==> src/ucode_params.svh <==
`ifndef UCODE_PARAMS_SVH
`define UCODE_PARAMS_SVH

// Opcode and flag byte as seen from the datapath
`define UCODE_OPCODE_W 8
`define UCODE_FLAGS_W 8

// One register or ALU field inside an opcode
`define UCODE_FIELD_W 3

// Stage counter, wide enough for the longest kept instruction
`define UCODE_STAGE_W 4

// Control word fields
`define UCODE_REG_SEL_W 5
`define UCODE_ALU_OP_W 5
`define UCODE_CTRL_W 33

// Stages 0 to 2 are the instruction fetch
`define UCODE_FETCH_STAGES 3

`endif

==> src/ucode_pkg.sv <==
`include "ucode_params.svh"

package ucode_pkg;

	// Register file selectors with the top bit set for pairs
	typedef enum logic [`UCODE_REG_SEL_W-1:0] {
		SEL_B    = 5'd0,
		SEL_C    = 5'd1,
		SEL_D    = 5'd2,
		SEL_E    = 5'd3,
		SEL_H    = 5'd4,
		SEL_L    = 5'd5,
		SEL_W    = 5'd6,
		SEL_Z    = 5'd7,
		SEL_PC_P = 5'd8,
		SEL_PC_C = 5'd9,
		SEL_BC   = 5'd16,
		SEL_DE   = 5'd18,
		SEL_HL   = 5'd20,
		SEL_WZ   = 5'd22,
		SEL_PC   = 5'd24
	} reg_sel_e;

	// Pair increment on the selected write register
	typedef enum logic [1:0] {
		EXT_NONE = 2'd0,
		EXT_INC  = 2'd1,
		EXT_INC2 = 2'd3
	} reg_ext_e;

	typedef enum logic [`UCODE_ALU_OP_W-1:0] {
		ALU_ADD = 5'd0,
		ALU_ADC = 5'd1,
		ALU_SUB = 5'd2,
		ALU_SBB = 5'd3,
		ALU_ANA = 5'd4,
		ALU_XRA = 5'd5,
		ALU_ORA = 5'd6,
		ALU_CMP = 5'd7,
		ALU_RLC = 5'd8,
		ALU_RRC = 5'd9,
		ALU_RAL = 5'd10,
		ALU_RAR = 5'd11,
		ALU_DAA = 5'd12,
		ALU_CMA = 5'd13,
		ALU_STC = 5'd14,
		ALU_CMC = 5'd15,
		ALU_INC = 5'd16,
		ALU_DEC = 5'd17
	} alu_op_e;

	// MOV_RM loads a register from memory and MOV_MR stores one
	typedef enum logic [3:0] {
		GRP_NOP,
		GRP_HLT,
		GRP_MOV_RR,
		GRP_MOV_RM,
		GRP_MOV_MR,
		GRP_MVI_R,
		GRP_MVI_M,
		GRP_INR_R,
		GRP_INR_M,
		GRP_ALU_R,
		GRP_ALU_M,
		GRP_ALU_SET1,
		GRP_ALU_IMM,
		GRP_JMP,
		GRP_JCC,
		GRP_OUT
	} instr_group_e;

	// Bit 32 down to bit 0 of the datapath control word
	typedef struct packed {
		logic     display;
		logic     hlt;
		logic     alu_cs;
		logic     alu_flags_we;
		logic     alu_a_we;
		logic     alu_a_store;
		logic     alu_a_restore;
		logic     alu_tmp_we;
		alu_op_e  alu_op;
		logic     alu_oe;
		logic     alu_flags_oe;
		reg_sel_e reg_rd_sel;
		reg_sel_e reg_wr_sel;
		reg_ext_e reg_ext;
		logic     reg_oe;
		logic     reg_we;
		logic     mem_we;
		logic     mem_mar_we;
		logic     mem_oe;
		logic     ir_we;
	} ctrl_word_t;

endpackage

==> src/instr_if.sv <==
`timescale 1ns/1ps
`include "ucode_params.svh"

interface instr_if;

	ucode_pkg::instr_group_e group;
	logic [`UCODE_FIELD_W-1:0] dst;
	logic [`UCODE_FIELD_W-1:0] src;
	ucode_pkg::alu_op_e alu_op;
	// Decrement select of INR/DCR
	logic dec;
	// Jump condition against the flag byte
	logic cond_met;

	modport producer (
		output group, dst, src, alu_op, dec, cond_met
	);

	modport consumer (
		input group, dst, src, alu_op, dec, cond_met
	);

endinterface

==> src/instr_decoder.sv <==
`timescale 1ns/1ps
`include "ucode_params.svh"

module instr_decoder (
	input  logic [`UCODE_OPCODE_W-1:0] opcode,
	input  logic [`UCODE_FLAGS_W-1:0]  flags,
	instr_if.producer                  instr
);

	assign instr.dst = opcode[5:3];
	assign instr.src = opcode[2:0];
	assign instr.dec = opcode[0];

	// Flag chosen by bits 5:4 must match bit 3
	assign instr.cond_met = (flags[opcode[5:4]] == opcode[3]);

	// Earlier items win, so 0o166 is HLT and not MOV M,M
	always_comb begin
		instr.group = ucode_pkg::GRP_NOP;
		instr.alu_op = ucode_pkg::ALU_ADD;
		priority casez (opcode)
			8'o000: begin
				instr.group = ucode_pkg::GRP_NOP;
			end
			8'o166: begin
				instr.group = ucode_pkg::GRP_HLT;
			end
			8'o1?6: begin
				instr.group = ucode_pkg::GRP_MOV_RM;
			end
			8'o16?: begin
				instr.group = ucode_pkg::GRP_MOV_MR;
			end
			8'o1??: begin
				instr.group = ucode_pkg::GRP_MOV_RR;
			end
			8'o064, 8'o065: begin
				instr.group = ucode_pkg::GRP_INR_M;
				instr.alu_op = instr.dec ? ucode_pkg::ALU_DEC : ucode_pkg::ALU_INC;
			end
			8'o0?4, 8'o0?5: begin
				instr.group = ucode_pkg::GRP_INR_R;
				instr.alu_op = instr.dec ? ucode_pkg::ALU_DEC : ucode_pkg::ALU_INC;
			end
			8'o2?6: begin
				instr.group = ucode_pkg::GRP_ALU_M;
				instr.alu_op = ucode_pkg::alu_op_e'({2'b00, opcode[5:3]});
			end
			8'o2??: begin
				instr.group = ucode_pkg::GRP_ALU_R;
				instr.alu_op = ucode_pkg::alu_op_e'({2'b00, opcode[5:3]});
			end
			8'o0?7: begin
				instr.group = ucode_pkg::GRP_ALU_SET1;
				instr.alu_op = ucode_pkg::alu_op_e'({2'b01, opcode[5:3]});
			end
			8'o3?6: begin
				instr.group = ucode_pkg::GRP_ALU_IMM;
				instr.alu_op = ucode_pkg::alu_op_e'({2'b00, opcode[5:3]});
			end
			8'o066: begin
				instr.group = ucode_pkg::GRP_MVI_M;
			end
			8'o0?6: begin
				instr.group = ucode_pkg::GRP_MVI_R;
			end
			8'o303: begin
				instr.group = ucode_pkg::GRP_JMP;
			end
			8'o3?2: begin
				instr.group = ucode_pkg::GRP_JCC;
			end
			8'o323: begin
				instr.group = ucode_pkg::GRP_OUT;
			end
			// Everything else runs as NOP
			default: begin
				instr.group = ucode_pkg::GRP_NOP;
			end
		endcase
	end

endmodule

==> src/ucode_sequencer.sv <==
`timescale 1ns/1ps
`include "ucode_params.svh"

module ucode_sequencer (
	input  logic                  clk,
	input  logic                  rst,
	instr_if.consumer             instr,
	output ucode_pkg::ctrl_word_t ctrl
);

	localparam logic [`UCODE_STAGE_W-1:0] FIRST_EXEC = `UCODE_STAGE_W'(`UCODE_FETCH_STAGES);
	localparam logic [`UCODE_FIELD_W-1:0] ACC = 3'd7;

	logic [`UCODE_STAGE_W-1:0] stage;
	logic stage_done;
	logic halted;

	// Selected pair onto the memory address latch
	function automatic ucode_pkg::ctrl_word_t addr_word(input ucode_pkg::reg_sel_e sel);
		ucode_pkg::ctrl_word_t w;
		w = '0;
		w.reg_rd_sel = sel;
		w.reg_oe = 1'b1;
		w.mem_mar_we = 1'b1;
		return w;
	endfunction

	function automatic ucode_pkg::ctrl_word_t pc_step(input ucode_pkg::reg_ext_e ext);
		ucode_pkg::ctrl_word_t w;
		w = '0;
		w.reg_wr_sel = ucode_pkg::SEL_PC;
		w.reg_ext = ext;
		return w;
	endfunction

	function automatic ucode_pkg::ctrl_word_t mem_to_reg(input ucode_pkg::reg_sel_e sel);
		ucode_pkg::ctrl_word_t w;
		w = '0;
		w.mem_oe = 1'b1;
		w.reg_wr_sel = sel;
		w.reg_we = 1'b1;
		return w;
	endfunction

	function automatic ucode_pkg::ctrl_word_t alu_word(input ucode_pkg::alu_op_e op);
		ucode_pkg::ctrl_word_t w;
		w = '0;
		w.alu_cs = 1'b1;
		w.alu_op = op;
		return w;
	endfunction

	// The accumulator sits in the ALU, not in the register file
	function automatic ucode_pkg::ctrl_word_t with_src(input ucode_pkg::ctrl_word_t w,
			input logic [`UCODE_FIELD_W-1:0] code);
		ucode_pkg::ctrl_word_t r;
		r = w;
		if (code == ACC) begin
			r.alu_oe = 1'b1;
		end else begin
			r.reg_rd_sel = ucode_pkg::reg_sel_e'({2'b00, code});
			r.reg_oe = 1'b1;
		end
		return r;
	endfunction

	function automatic ucode_pkg::ctrl_word_t with_dst(input ucode_pkg::ctrl_word_t w,
			input logic [`UCODE_FIELD_W-1:0] code);
		ucode_pkg::ctrl_word_t r;
		r = w;
		if (code == ACC) begin
			r.alu_a_we = 1'b1;
		end else begin
			r.reg_wr_sel = ucode_pkg::reg_sel_e'({2'b00, code});
			r.reg_we = 1'b1;
		end
		return r;
	endfunction

	assign halted = (instr.group == ucode_pkg::GRP_HLT) && (stage == FIRST_EXEC);

	always_ff @(posedge clk) begin
		if (rst) begin
			stage <= '0;
		end else if (stage_done) begin
			stage <= '0;
		end else if (!halted) begin
			stage <= stage + `UCODE_STAGE_W'(1);
		end
	end

	always_comb begin
		ctrl = '0;
		stage_done = 1'b0;
		if (stage < FIRST_EXEC) begin
			case (stage)
				4'd0: ctrl = addr_word(ucode_pkg::SEL_PC);
				4'd1: begin
					ctrl.mem_oe = 1'b1;
					ctrl.ir_we = 1'b1;
				end
				default: ctrl = pc_step(ucode_pkg::EXT_INC);
			endcase
		end else begin
			case (instr.group)
				ucode_pkg::GRP_HLT: begin
					ctrl.hlt = 1'b1;
				end
				ucode_pkg::GRP_MOV_RR: begin
					ctrl = with_dst(with_src(ctrl, instr.src), instr.dst);
					stage_done = 1'b1;
				end
				ucode_pkg::GRP_MOV_RM: begin
					if (stage == 4'd3) begin
						ctrl = addr_word(ucode_pkg::SEL_HL);
					end else begin
						ctrl = with_dst(ctrl, instr.dst);
						ctrl.mem_oe = 1'b1;
						stage_done = 1'b1;
					end
				end
				ucode_pkg::GRP_MOV_MR: begin
					if (stage == 4'd3) begin
						ctrl = addr_word(ucode_pkg::SEL_HL);
					end else begin
						ctrl = with_src(ctrl, instr.src);
						ctrl.mem_we = 1'b1;
						stage_done = 1'b1;
					end
				end
				ucode_pkg::GRP_MVI_R: begin
					case (stage)
						4'd3: ctrl = addr_word(ucode_pkg::SEL_PC);
						4'd4: begin
							ctrl = with_dst(ctrl, instr.dst);
							ctrl.mem_oe = 1'b1;
						end
						default: begin
							ctrl = pc_step(ucode_pkg::EXT_INC);
							stage_done = 1'b1;
						end
					endcase
				end
				// Immediate byte parks in W until HL is on the address latch
				ucode_pkg::GRP_MVI_M: begin
					case (stage)
						4'd3: ctrl = addr_word(ucode_pkg::SEL_PC);
						4'd4: ctrl = mem_to_reg(ucode_pkg::SEL_W);
						4'd5: ctrl = addr_word(ucode_pkg::SEL_HL);
						4'd6: begin
							ctrl.reg_rd_sel = ucode_pkg::SEL_W;
							ctrl.reg_oe = 1'b1;
							ctrl.mem_we = 1'b1;
						end
						default: begin
							ctrl = pc_step(ucode_pkg::EXT_INC);
							stage_done = 1'b1;
						end
					endcase
				end
				// Operand goes through A while the old A is stored aside
				ucode_pkg::GRP_INR_R: begin
					case (stage)
						4'd3: begin
							if (instr.dst == ACC) begin
								ctrl = alu_word(instr.alu_op);
								stage_done = 1'b1;
							end else begin
								ctrl = with_src(ctrl, instr.dst);
								ctrl.alu_a_store = 1'b1;
								ctrl.alu_a_we = 1'b1;
							end
						end
						4'd4: ctrl = alu_word(instr.alu_op);
						default: begin
							ctrl = with_dst(ctrl, instr.dst);
							ctrl.alu_oe = 1'b1;
							ctrl.alu_a_restore = 1'b1;
							stage_done = 1'b1;
						end
					endcase
				end
				ucode_pkg::GRP_INR_M: begin
					case (stage)
						4'd3: ctrl = addr_word(ucode_pkg::SEL_HL);
						4'd4: begin
							ctrl.mem_oe = 1'b1;
							ctrl.alu_a_store = 1'b1;
							ctrl.alu_a_we = 1'b1;
						end
						4'd5: ctrl = alu_word(instr.alu_op);
						default: begin
							ctrl.alu_oe = 1'b1;
							ctrl.alu_a_restore = 1'b1;
							ctrl.mem_we = 1'b1;
							stage_done = 1'b1;
						end
					endcase
				end
				ucode_pkg::GRP_ALU_R: begin
					if (stage == 4'd3 && instr.src != ACC) begin
						ctrl = with_src(ctrl, instr.src);
						ctrl.alu_tmp_we = 1'b1;
					end else begin
						ctrl = alu_word(instr.alu_op);
						ctrl.alu_tmp_we = (stage == 4'd3);
						stage_done = 1'b1;
					end
				end
				// Memory operand from HL, immediate operand from PC
				ucode_pkg::GRP_ALU_M, ucode_pkg::GRP_ALU_IMM: begin
					case (stage)
						4'd3: begin
							if (instr.group == ucode_pkg::GRP_ALU_M) begin
								ctrl = addr_word(ucode_pkg::SEL_HL);
							end else begin
								ctrl = addr_word(ucode_pkg::SEL_PC);
							end
						end
						4'd4: begin
							ctrl.mem_oe = 1'b1;
							ctrl.alu_tmp_we = 1'b1;
						end
						default: begin
							if (instr.group == ucode_pkg::GRP_ALU_IMM) begin
								ctrl = pc_step(ucode_pkg::EXT_INC);
							end
							ctrl.alu_cs = 1'b1;
							ctrl.alu_op = instr.alu_op;
							stage_done = 1'b1;
						end
					endcase
				end
				ucode_pkg::GRP_ALU_SET1: begin
					ctrl = alu_word(instr.alu_op);
					stage_done = 1'b1;
				end
				// Target is assembled low byte first in WZ
				ucode_pkg::GRP_JMP, ucode_pkg::GRP_JCC: begin
					case (stage)
						4'd3: begin
							if (instr.group == ucode_pkg::GRP_JCC && !instr.cond_met) begin
								// Skip both address bytes
								ctrl = pc_step(ucode_pkg::EXT_INC2);
								stage_done = 1'b1;
							end else begin
								ctrl = addr_word(ucode_pkg::SEL_PC);
							end
						end
						4'd4: ctrl = mem_to_reg(ucode_pkg::SEL_Z);
						4'd5: ctrl = pc_step(ucode_pkg::EXT_INC);
						4'd6: ctrl = addr_word(ucode_pkg::SEL_PC);
						4'd7: ctrl = mem_to_reg(ucode_pkg::SEL_W);
						default: begin
							ctrl.reg_rd_sel = ucode_pkg::SEL_WZ;
							ctrl.reg_oe = 1'b1;
							ctrl.reg_wr_sel = ucode_pkg::SEL_PC;
							ctrl.reg_we = 1'b1;
							stage_done = 1'b1;
						end
					endcase
				end
				ucode_pkg::GRP_OUT: begin
					ctrl = pc_step(ucode_pkg::EXT_INC);
					ctrl.display = 1'b1;
					stage_done = 1'b1;
				end
				// NOP and every unclassified opcode
				default: begin
					stage_done = 1'b1;
				end
			endcase
		end
	end

endmodule

==> src/ucode_controller.sv <==
`timescale 1ns/1ps
`include "ucode_params.svh"

module ucode_controller (
	input  logic                       clk,
	input  logic                       rst,
	input  logic [`UCODE_OPCODE_W-1:0] opcode,
	input  logic [`UCODE_FLAGS_W-1:0]  flags,
	output logic [`UCODE_CTRL_W-1:0]   ctrl_out
);

	ucode_pkg::ctrl_word_t ctrl;

	instr_if instr ();

	instr_decoder u_decoder (
		.opcode (opcode),
		.flags  (flags),
		.instr  (instr)
	);

	ucode_sequencer u_sequencer (
		.clk   (clk),
		.rst   (rst),
		.instr (instr),
		.ctrl  (ctrl)
	);

	// Struct fields already sit in datapath bit order
	assign ctrl_out = ctrl;

endmodule

==> config.mk <==
export PLATFORM = sky130hd
export DESIGN_NAME = ucode_controller
export DESIGN_NICKNAME = d
export VERILOG_FILES = /design/src/ucode_pkg.sv /design/src/instr_if.sv /design/src/instr_decoder.sv /design/src/ucode_sequencer.sv /design/src/ucode_controller.sv
export VERILOG_INCLUDE_DIRS = /design/src
export SDC_FILE = /design/constraint.sdc
export NUM_CORES = 1
export LEC_CHECK = 0
export BUFFER_PORTS_ARGS = -buffer_cell sky130_fd_sc_hd__buf_2
export CAP_MARGIN = 0
export CORE_MARGIN = 2
export CORE_UTILIZATION = 25
export CTS_BUF_LIST = sky130_fd_sc_hd__clkbuf_4
export CTS_CLUSTER_DIAMETER = 30
export DETAILED_ROUTE_END_ITERATION = 10
export REMOVE_ABC_BUFFERS = 1
export SLEW_MARGIN = 20
export SYNTH_ARGS = -nofsm -noshare
export SYNTH_HDL_FRONTEND = slang
export SYNTH_HIERARCHICAL = 1
export SYNTH_SLANG_ARGS = --single-unit
==> constraint.sdc <==
create_clock -name clk -period 5.2 [get_ports clk]
set_clock_uncertainty 0.2 [all_clocks]
set_input_delay 1.04 -clock clk [delete_from_list [all_inputs] [get_ports clk]]
set_output_delay 1.04 -clock clk [all_outputs]
set_load 0.05 [all_outputs]
==> impl_metrics.tcl, run 1 <==
set metrics [dict create \
    track_usage 0.144 \
    hold_depth 2 \
    cts_buffers 3 \
    pre_cts_slack_ns 0.107 \
    drive_gt1_frac 0.349 \
    vias_per_cell 5.38 \
    powerDensity_nw_per_um2 287 \
    fillCellCount 839 \
    grt_start_max_net_pins 19 \
    hold_start "u_sequencer/stage[1]" \
    end_kind "primary output" \
    antenna_found_initial 0 \
    syn_avg_cell_area_um2 7.39 \
    row_count 32 \
    clockBufferDepth 2 \
    r2r-end "u_sequencer/stage[2]" \
    synthCells 271 \
    grt-ovfl-total 0 \
    hold_viol 0 \
    crit_chain "buf_2 -> or4_4 -> a2111oi_4 -> nor2_1 -> o32a_2 -> or4b_1 -> a21oi_1 -> o21ai_0 -> a21oi_1 -> buf_2" \
    cp_data_arrival_time_ns 3.76 \
    fin_crit_sh 0.961 \
    die_w_um 93.5 \
    worstPathMaxFanout 10 \
    reg2reg_slack_ns 2.69 \
    grt_pass1_vias 2148 \
    cts_tree "built" \
    start_util 0.259 \
    ant_nets 0 \
    htreeDepth 1 \
    min-delay-path-class "reg2reg" \
    ios 51 \
    dp_hpwl_um 5060 \
    crit_slowest_cell "or4b_1" \
    area_delta_synth_final_pct 21.0 \
    tightest_slew_ns 0.582 \
    min_period_ns 5.00 \
    drv_cap 0 \
    num-nets-final 345 \
    largest-register "u_sequencer/stage" \
    grt_pass1_wl_um 10400 \
    rsz0062_at_grt "no" \
    cpPeakStageDelay_ns 0.59 \
    r2r.worst_path.cells 6 \
    cts_sinks 4 \
    hold-path-endpoint "u_sequencer/stage[1]" \
    critical_path_required_ns 3.96 \
    max-slew-margin-rel 0.611 \
    timing.fmax_ghz 0.200 \
    clock_latency_ns 0.24 \
    fin_util 0.314 \
    timing.hold.ws_ns 0.401 \
    die-area_um2 8750 \
    core_um2 7730 \
    power_uw 697 \
    num_vias 2274 \
    drc 0 \
    crit_type "in2out" \
    drtIter0Drc 209 \
    wl_per_cell_um 15.0 \
    setup_viol 0 \
    wl_um 6370 \
    maxSlewViolCount 0 \
    hold_buffers 0 \
    die_h_um 93.5 \
    place_congestion 0.913 \
    cts_root_buffer "clkbuf_4" \
    start_kind "primary input" \
    fin_cells 423 \
    largest_register_ffs 4 \
    netlist_area_um2 2000 \
    ys_warn_count 6 \
    worst_slack_ns 0.203 \
    r2r-start "u_sequencer/stage[1]" \
    fin_area_um2 2420 \
    leakage_nw 0.992 \
    setup_tns_ns 0 \
    n_antenna_cell 0 \
    top_regs "u_sequencer/stage x4" \
    place_area_um2 2390 \
    status "finished, final reports clean" \
    ir_drop_mv 0.369 \
    dp.cells 420 \
    firstDrtPassIters 4 \
    io_buffers 44 \
    clkTransAtPathRegs_ns 0.03 \
]
worst max path at each step:
stage / from / end / slack, ns / depth (start not counted)
final: opcode[2] / ctrl_out[3] / 0.20 / 10
after global routing: opcode[1] / ctrl_out[11] / 0.03 / 11
after CTS: opcode[2] / ctrl_out[11] / 0.08 / 11
after detailed placement: opcode[2] / ctrl_out[5] / 0.11 / 10
after global placement: opcode[2] / ctrl_out[5] / 0.12 / 10
after floorplan: opcode[2] / ctrl_out[11] / -1.22 / 9
area by class of cell:
class | count | area [um^2] | share of cell area
tap | 102 | 128 | 0.0526
timing repair buffer | 77 | 483 | 0.199
multi-input combinational | 230 | 1690 | 0.695
sequential | 4 | 80.1 | 0.0330
clock buffer | 3 | 22.5 | 0.00929
inverter | 7 | 26.3 | 0.0108
layer usage:
layer  vias up  track usage  routed length [um]
met5         -            0                   0
met1      1075        0.198                2990
li1       1104            -                   -
met3         7       0.0193                 435
met4         0       0.0233                  36
met2        88        0.243                2910
cells in the final DEF, fill, tap and decap left out, drive strengths merged, types with 3 or more instances in the layout:
cell type / n
a2111oi: 3
a21oi: 16
a31oi: 5
a32oi: 4
and2: 14
and3: 7
buf: 76
clkbuf: 4
dfxtp: 4
ha: 4
inv: 7
mux2i: 3
nand2: 23
nand2b: 7
nand3: 9
nand3b: 5
nor2: 16
nor2b: 5
nor3: 13
nor3b: 6
o21ai: 12
o21bai: 4
o22ai: 5
o2bb2ai: 6
o31ai: 4
or2: 5
or3: 5
xnor2: 6
critical path: cells and delay by family:
family / cells / cell delay (ns)
simple gates: 3 / 1.20
compound gates: 5 / 1.08
buf+inv: 2 / 0.43
report_power, final:
part	switching, mW	leakage [nW]	internal, mW	total [mW]
combinational	0.417	0.945	0.193	0.610
clock	0.0122	0.0138	0.0258	0.0380
sequential	0.0105	0.0329	0.0383	0.0488
timing repair:
item                                   CTS  global route
setup endpoints to repair                0            11
gates resized for setup                  0             4
endpoints found under the hold margin    0             0
buffers inserted                         0             0
Note: power is estimated with default switching activity, not from simulation.
==> inputs of run 2 (changes only) <==
==> constraint.sdc (replaced) <==
create_clock -name clk -period 5.2 [get_ports clk]
set_clock_uncertainty 0.2 [all_clocks]
set_input_delay 0.26 -clock clk [delete_from_list [all_inputs] [get_ports clk]]
set_output_delay 0.26 -clock clk [all_outputs]
set_load 0.05 [all_outputs]
==> run 2 against run 1 <==
Effect of this change: worst setup slack improved by 0.88 ns; register-to-register slack better by 0.04 ns; total power fell by 7.6%; via count shrank 4.9%; combinational power is 8.4% lower; global-route usage is 0.67 points lower; non-clock buffer count fell by 33; final area fell by 11%; critical endpoint is now ctrl_out[1].
==> impl_metrics.tcl, run 2 (same netlist as run 1, synthesis figures left out) <==
set metrics [dict create \
    cts_tree "built" \
    drv_cap 0 \
    area_delta_synth_final_pct 7.50 \
    clock_latency_ns 0.23 \
    status "finished, final reports clean" \
    crit_chain "buf_2 -> nor2b_1 -> a21oi_1 -> o2bb2ai_1 -> o21a_1 -> nand2_1 -> nor2b_1 -> o211ai_1 -> o311a_1 -> o21bai_1 -> buf_2" \
    num_vias 2163 \
    grt_pass1_wl_um 9990 \
    hold_buffers 0 \
    p_int_uw 222 \
    antenna_found_initial 0 \
    cpPeakStageDelay_ns 0.89 \
    place_congestion 0.837 \
    p_sw_uw 422 \
    htreeDepth 1 \
    layout_common_cells "buf_2 (44), nand2_1 (22), a21oi_1 (16)" \
    maxSlewViolCount 0 \
    cp.buffers_inverters 2 \
    fin_cells 390 \
    powerDensity_nw_per_um2 299 \
    wl_um 5910 \
    swShare 0.656 \
    cts_sinks 4 \
    setup_tns_ns 0 \
    timing.fmax_ghz 0.243 \
    wl_per_cell_um 15.2 \
    min-delay-path-class "in2reg" \
    drc 0 \
    clockBufferDepth 2 \
    die_w_um 93.5 \
    critical_path_required_ns 4.74 \
    min_period_ns 4.12 \
    dp_hpwl_um 4450 \
    largest-register "u_sequencer/stage" \
    drtIter0Drc 228 \
    drive_gt1_frac 0.264 \
    end_kind "primary output" \
    leakage_nw 0.827 \
    vias_per_cell 5.55 \
    post_cts_buffers 0 \
    ios 51 \
    reg2reg_slack_ns 2.73 \
    start_kind "primary input" \
    grt_pass1_vias 1967 \
    setup_viol 0 \
    clkTransAtPathRegs_ns 0.03 \
    grt_start_max_net_pins 32 \
    crit_type "in2out" \
    n_antenna_cell 0 \
    crit_slowest_cell "o21a_1" \
    dp.cells 387 \
    tightest_slew_ns 1.08 \
    cts_resized 0 \
    io_buffers 44 \
    max-slew-margin-rel 0.277 \
    die-area_um2 8750 \
    ir_drop_mv 0.463 \
    firstDrtPassIters 4 \
    path_delay_family "compound AO/OA/AOI/OAI gates" \
    ant_nets 0 \
    cp_data_arrival_time_ns 3.66 \
    start_util 0.259 \
    track_usage 0.137 \
    comb_power_share 0.867 \
    grt-ovfl-total 0 \
    rsz0062_at_grt "no" \
    core_um2 7730 \
    clockPowerShare 0.057 \
    fin_crit_sh 0.792 \
    hold_viol 0 \
    row_count 32 \
    final_common_cell "buf_2" \
    worstPathMaxFanout 31 \
    num-nets-final 312 \
    die_h_um 93.5 \
    cts_root_buffer "clkbuf_4" \
    top_regs "u_sequencer/stage x4" \
    cts_buffers 3 \
    sequentialPowerShare 0.076 \
    largest_register_ffs 4 \
]
[run 2: cell count changes in the layout (fill, tap and decap cells not counted)]
cell      delta
nor2b_2      -1
nor3b_2      -1
buf_2        +1
nor3b_1      +1
clkbuf_4     -1
o32a_1       +1
buf_4       -32
o32a_2       -1
buf_12       -1
nor2b_1      +1
[run 2: layout make-up]
class | instances | area (um^2)
clock buffers | 3 | 22.5
multi-input cells | 230 | 1680
flip-flops and latches | 4 | 80.1
repair buffers | 44 | 220
inverters | 7 | 26.3
fillers | 855 | 5570
well taps | 102 | 128
[run 2: metal layers]
metal | global-route usage | vias to the layer above | share of wire
met3 | 0.0145 | 7 | 0.074
li1 | - | 1050 | -
met5 | 0 | - | 0
met4 | 0.0270 | 0 | 0.011
met2 | 0.211 | 90 | 0.44
met1 | 0.206 | 1016 | 0.47
[run 2: power by group through the flow]
stage	sequential, mW	clock [mW]	combinational (mW)
6_report	0.0487	0.0368	0.559
5_1_grt	0.0503	0.0412	0.602
4_1_cts	0.0485	0.0393	0.558
3_5_place_dp	0.0490	0	0.555
3_3_place_gp	0.0487	0	0.553
2_1_floorplan	0.0465	0	0.434
[run 2: final timing paths]
check	endpoint	cells past startpoint	startpoint
max	ctrl_out[1]	11	opcode[2]
min	u_sequencer/stage[0]	3	rst
max reg2reg	u_sequencer/stage[3]	6	u_sequencer/stage[1]
min reg2reg	u_sequencer/stage[1]	2	u_sequencer/stage[1]
[run 2: stage by stage]
stage	power [mW]	setup slack, ns	hold WS [ns]	util	cell area (um^2)
floorplan	0.480	0.336	0.263	-	1780
global placement	0.601	1.21	0.385	0.276	2130
detailed placement	0.604	1.15	0.389	0.276	2130
CTS	0.646	1.16	0.162	0.279	2150
global route	0.693	0.694	0.192	0.279	2150
finish	0.644	1.08	0.175	0.279	2150
[run 2: worst register-to-register path, stage by stage (launching register included)]
cell and delay (ns):
dfxtp_1 0.38, ha_1 0.36, nor3b_4 0.57, nor3_1 0.17, nor4_4 0.32, nand4b_2 0.19, nor3_1 0.20
